<file path="config.mk">
export PLATFORM = sky130hd
export DESIGN_NAME = memCtrl
export DESIGN_NICKNAME = d
export VERILOG_FILES = /design/src/memPkg.sv /design/src/memCtrl.sv
export SDC_FILE = /design/constraint.sdc
export NUM_CORES = 1
export LEC_CHECK = 0
export BUFFER_PORTS_ARGS = -buffer_cell sky130_fd_sc_hd__buf_2
export CAP_MARGIN = 30
export CORE_ASPECT_RATIO = 0.8
export CORE_MARGIN = 8
export CORE_UTILIZATION = 23
export CTS_CLUSTER_SIZE = 28
export DETAILED_ROUTE_END_ITERATION = 7
export GPL_ROUTABILITY_DRIVEN = 0
export PLACE_DENSITY_LB_ADDON = 0.12
export SLEW_MARGIN = 20
export SYNTH_ARGS = -nofsm -noshare
export SYNTH_HDL_FRONTEND = slang
export SYNTH_SLANG_ARGS = --single-unit
</file>
<file path="constraint.sdc">
create_clock -name clk -period 6.3 [get_ports clk]
set_input_delay 0.63 -clock clk [delete_from_list [all_inputs] [get_ports clk]]
set_output_delay 0.63 -clock clk [all_outputs]
set_load 0.1 [all_outputs]
</file>
<file path="src/memPkg.sv">
package memPkg;

    // bus widths
    localparam int addrWidth = 17;
    localparam int dataWidth = 32;

    // access length field, in bytes
    localparam int lenBits = 3;
    localparam logic [lenBits-1:0] lenByte = 3'd1;
    localparam logic [lenBits-1:0] lenHalf = 3'd2;
    localparam logic [lenBits-1:0] lenWord = 3'd4;

    // which requester holds the RAM
    localparam int ownerWidth = 2;
    localparam logic [ownerWidth-1:0] ownerIdle  = 2'b00;
    localparam logic [ownerWidth-1:0] ownerData  = 2'b01;
    localparam logic [ownerWidth-1:0] ownerFetch = 2'b10;

    // byte RAM holds 2**ramDepthLog bytes
    localparam int ramDepthLog = 12;

    // controller FSM states
    localparam int stateWidth = 2;
    localparam logic [stateWidth-1:0] stateIdle      = 2'd0;
    localparam logic [stateWidth-1:0] stateReadInst  = 2'd1;
    localparam logic [stateWidth-1:0] stateReadData  = 2'd2;
    localparam logic [stateWidth-1:0] stateWriteData = 2'd3;

    // one memory word, either as byte lanes or as a whole
    // lane 0 sits at the lowest address
    typedef union packed {
        logic [3:0][7:0]         bytes;
        logic [dataWidth-1:0]    word;
    } memWord;

endpackage

</file>
<file path="src/memCtrl.sv">
`timescale 1ns/10ps

module memCtrl (
    input  logic                              clk,
    input  logic                              rst,
    input  logic                              rdy,
    input  logic                              ioBufferFull,

    // instruction fetch requester
    input  logic                              fetchEn,
    input  logic [memPkg::addrWidth-1:0]      fetchAddr,

    // load/store requester
    input  logic                              dataEn,
    input  logic                              dataStore,
    input  logic [memPkg::lenBits-1:0]        dataLen,
    input  logic [memPkg::addrWidth-1:0]      dataAddr,
    input  logic [memPkg::dataWidth-1:0]      dataWdata,

    output logic                              fetchDone,
    output logic [memPkg::dataWidth-1:0]      fetchInst,
    output logic                              dataDone,
    output logic [memPkg::dataWidth-1:0]      dataRdata,
    output logic [memPkg::ownerWidth-1:0]     owner,

    // byte RAM side
    output logic [memPkg::addrWidth-1:0]      ramAddr,
    output logic                              ramWe,
    output logic [7:0]                        ramWdata,
    input  logic [7:0]                        ramRdata
);

    logic                             active;
    logic [memPkg::stateWidth-1:0]    state;
    logic [memPkg::lenBits-1:0]       stage;
    logic                             doneQ;
    logic [memPkg::addrWidth-1:0]     addrQ;
    logic [memPkg::addrWidth-1:0]     issueAddr;
    logic [memPkg::addrWidth-1:0]     ramAddrQ;
    logic [memPkg::lenBits-1:0]       lenQ;
    memPkg::memWord                   wdataQ;
    memPkg::memWord                   rdWord;
    logic [1:0]                       lane;
    logic                             lastRead;
    logic                             lastStore;
    logic                             reading;

    assign active = rdy & ~ioBufferFull;

    // byte offset from the latched start address
    assign issueAddr = addrQ + {{(memPkg::addrWidth - memPkg::lenBits){1'b0}}, stage};

    // returned byte belongs to the address issued one stage earlier
    assign lane = stage[1:0] - 2'd1;

    assign lastRead  = (stage == lenQ);
    assign lastStore = (stage == lenQ - 1'b1);
    assign reading   = (state == memPkg::stateReadInst) || (state == memPkg::stateReadData);

    // control state
    always_ff @(posedge clk) begin
        if (rst) begin
            state <= memPkg::stateIdle;
            stage <= '0;
            doneQ <= 1'b0;
        end else if (active) begin
            case (state)
                memPkg::stateIdle: begin
                    stage <= '0;
                    // data side wins a tie
                    if (dataEn) begin
                        state <= dataStore ? memPkg::stateWriteData : memPkg::stateReadData;
                    end else if (fetchEn) begin
                        state <= memPkg::stateReadInst;
                    end
                end
                memPkg::stateWriteData: begin
                    if (doneQ) begin
                        state <= memPkg::stateIdle;
                        doneQ <= 1'b0;
                    end else if (lastStore) begin
                        doneQ <= 1'b1;
                    end else begin
                        stage <= stage + 1'b1;
                    end
                end
                default: begin
                    // both read states walk the same way
                    if (doneQ) begin
                        state <= memPkg::stateIdle;
                        doneQ <= 1'b0;
                    end else if (lastRead) begin
                        doneQ <= 1'b1;
                    end else begin
                        stage <= stage + 1'b1;
                    end
                end
            endcase
        end
    end

    // request latch and read assembly
    always_ff @(posedge clk) begin
        if (active) begin
            ramAddrQ <= issueAddr;
            if (state == memPkg::stateIdle) begin
                // cleared here so short loads come out zero-extended
                rdWord.word <= '0;
                if (dataEn) begin
                    addrQ       <= dataAddr;
                    lenQ        <= dataLen;
                    wdataQ.word <= dataWdata;
                end else begin
                    addrQ <= fetchAddr;
                    lenQ  <= memPkg::lenWord;
                end
            end else if (reading && !doneQ && stage != '0) begin
                rdWord.bytes[lane] <= ramRdata;
            end
        end
    end

    // the RAM reads every clock, so a stall must keep re-reading the
    // address of the last active cycle or the pending byte is lost
    assign ramAddr  = active ? issueAddr : ramAddrQ;
    assign ramWe    = active && (state == memPkg::stateWriteData) && !doneQ;
    assign ramWdata = wdataQ.bytes[stage[1:0]];

    assign fetchDone = active && doneQ && (state == memPkg::stateReadInst);
    assign dataDone  = active && doneQ &&
                       ((state == memPkg::stateReadData) || (state == memPkg::stateWriteData));

    assign fetchInst = rdWord.word;
    assign dataRdata = rdWord.word;

    always_comb begin
        case (state)
            memPkg::stateReadInst:  owner = memPkg::ownerFetch;
            memPkg::stateReadData:  owner = memPkg::ownerData;
            memPkg::stateWriteData: owner = memPkg::ownerData;
            default:                owner = memPkg::ownerIdle;
        endcase
    end

endmodule

</file>
==> results.cfg <==
[grt]
grt_pass1_wl_um = 21600
grt.overflow.total = 0
grt_pass1_vias = 3828
grt_max_degree = 44
grt_usage_pct = 10.1
antenna_found_initial = 2

[layout]
fin_area_sq_um = 6470
nNetsFinal = 643
area_growth_pct = 26.1
fill_cells = 2344
drive_above_1_share_pct = 38.5
instances_no_fill = 856
num_antenna_cells = 0
fin_util_pct = 29.2

[worst_setup_path]
r2r-start = stage[1]
worstReg2RegEnd = ramAddrQ[16]
worst-r2r-cell-count = 5
criticalPathCategory = register to primary output
required_ns = 5.67
critical_path.endpoint = ramAddr[16]
r2r_slack_ns = 3.87
cp_max_fo = 15
cp.arrival_ns = 3.16
crit_start = stage[1]
worstSetupStartpointType = register
crit_path_end_kind = primary output

[die]
core_area_sq_um = 22200
start_util_pct = 23.1
rows = 49
floorplan.die.width_um = 183
dieArea_sq_um = 27400
boundaryPins = 178
die_y_um = 150

[sta]
fin_crit_sh_pct = 60.2
final.setup.worst_slack_ns = 2.51
tightest_slew_ns = 0.784
fin_setup_tns_ns = 0
holdWs_ns = 0.450
skew_ns = 0.00698
hold_violations = 0
finalSetupViolations = 0
min_period_ns = 3.79
drv_slew = 0
fmax_mhz = 264
rsz0062_at_grt = no
relSlewSlack_pct = 47.7

[yosys]
syn_area_sq_um = 5130
synth_common_cells = 84 x edfxtp_1, 49 x nor2_1, 32 x buf_4, 32 x mux2i_1, 23 x dfxtp_1
ys_warn_count = 0
syn_nets = 501
yosysTopAreaCell = edfxtp_1
avgSynthCellArea_sq_um = 12.7
postSynth.topFlopCell = edfxtp_1
ys_types = 48
synth-seq-area-share_pct = 58.1
synth_edf_count = 84
synth.most_common_cell = edfxtp_1
ys_top_cells_by_area = edfxtp_1 49%, dfxtp_1 9.0%, mux2i_1 6.2%
synth_seq_cells = 107
synth_top_area_share_pct = 49.2
syn_inst = 403
synthArstFlopShare_pct = 0

[power]
power_density_nw_per_um2 = 297
fin_total_pwr_mw = 1.92
clkPwrFrac_pct = 32.3
power_frac_seq_pct = 43.2
ir_worst_vdd_v = 0.000128
p_sw_share_pct = 35.2
combinationalPowerShare_pct = 24.5
power.switching_uw = 676
p_leak_nw = 2.61
cell_internal_pwr_mw = 1.25

[placed_design]
port_buffers = 177
postPlaceCellArea_sq_um = 6150
dp_hpwl_um = 10200
post-place-ws_ns = 2.78
dp.cells = 840

[clock_tree]
root_buffer = clkbuf_16
cts-buffers-inserted = 9
post-cts-setup-buffers = 0
ctsHoldBuffers = 0
cts_tree = built
clk_pin_slew_ns = 0.07
cts.sinks = 107
clock_path_buffers = 2
htree_num_levels = 3
post_cts_resize_count = 0
insertion_delay_ns = 0.34

[drt]
wl_per_cell_um = 16.1
antenna_left = 0
remaining_drc_errors = 0
drtPass1Iterations = 4
vias = 3528
drt_iter0_markers = 115
routed_wl_um = 13800
vias_per_cell = 4.12

[run_status]
status = complete, no violations

[min_path]
hold_path.class = register to register

[run]
drv_cap = 0
-- layout make-up --
| class | instances | area [sq um] | share of cell area, % |
|---|---|---|---|
| sequential | 107 | 2980 | 46.1 |
| multi-input combinational | 234 | 1790 | 27.7 |
| timing repair buffer | 183 | 951 | 14.7 |
| tap | 306 | 383 | 5.92 |
| clock buffer | 9 | 225 | 3.48 |
| clock inverter | 7 | 98.8 | 1.53 |
| inverter | 10 | 37.5 | 0.580 |
-- flip-flops by register name, indices dropped and copies added (netlist names) --
register	cells
dataRdata	32
wdataQ	32
addrQ	17
ramAddrQ	17
lenQ	3
stage	3
state	2
doneQ	1
-- power by group through the flow --
| stage | logic [mW] | clock network (mW) | registers [mW] |
|---|---|---|---|
| 3_5_place_dp | 0.477 | 0 | 0.848 |
| 5_1_grt | 0.495 | 0.667 | 0.837 |
| 3_3_place_gp | 0.474 | 0 | 0.847 |
| 6_report | 0.471 | 0.621 | 0.831 |
| 2_1_floorplan | 0.312 | 0 | 0.925 |
| 4_1_cts | 0.478 | 0.644 | 0.832 |
-- how the worst min path moves through the flow --
stage                       from           end  slack, ns  cells after the start
CTS                 dataWdata[9]     wdataQ[9]       0.43                      1
global placement    ramAddrQ[14]  ramAddrQ[14]       0.44                      2
detailed placement   ramAddrQ[4]   ramAddrQ[4]       0.44                      2
floorplan                  doneQ         doneQ       0.50                      2
finish               ramAddrQ[3]   ramAddrQ[3]       0.45                      2
global route        dataWdata[1]     wdataQ[1]       0.43                      1
-- cells by family (layout without fill, tap and decap cells) --
group / Yosys count / after routing / share of synthesized area (%)
simple gates: 111 / 111 / 10.3
buf+inv: 62 / 209 / 6.93
flops: 107 / 107 / 58.1
compound gates: 38 / 38 / 4.88
fa+ha+maj: 14 / 14 / 3.56
xor+xnor: 13 / 13 / 2.49
mux: 58 / 58 / 13.7
-- routing by layer --
metal | vias to the layer above | GRT usage (%) | wire (um)
met5 | - | 0 | 23
met4 | 4 | 2.31 | 132
met1 | 1688 | 12.2 | 6150
li1 | 1709 | - | -
met2 | 114 | 16.5 | 6230
met3 | 13 | 4.46 | 1290
-- placed cells by master (no fill, tap or decap), types with 2 or more instances in the layout --
cell	Yosys	final
buf_4	32	5
xnor2_1	8	8
ha_1	13	13
inv_1	10	10
dfxtp_1	23	23
nand2_1	21	21
mux2i_1	32	32
edfxtp_1	84	84
a21o_1	2	2
nor2b_1	2	2
clkbuf_16	0	9
nor3_1	6	6
bufinv_16	0	2
and2_1	4	3
o21ai_1	11	11
mux2_1	18	18
nand3_1	3	3
and3_1	5	5
nor2_1	49	49
or4_1	2	2
mux4_2	8	8
inv_6	0	3
xor2_1	4	4
a31o_1	4	4
nand2b_1	2	2
nand4_1	6	6
a21oi_1	3	3
buf_2	2	177
nor4_1	3	3
o21ai_0	4	4
a31oi_1	6	6
-- critical path, stage by stage (launching register included) --
cell	delay [ns]
dfxtp_1	0.57
fa_1	0.57
a21oi_1	0.53
nor3_1	0.20
a31o_1	0.26
a31oi_1	0.21
buf_2	0.47
(Power assumes the default switching activity.)
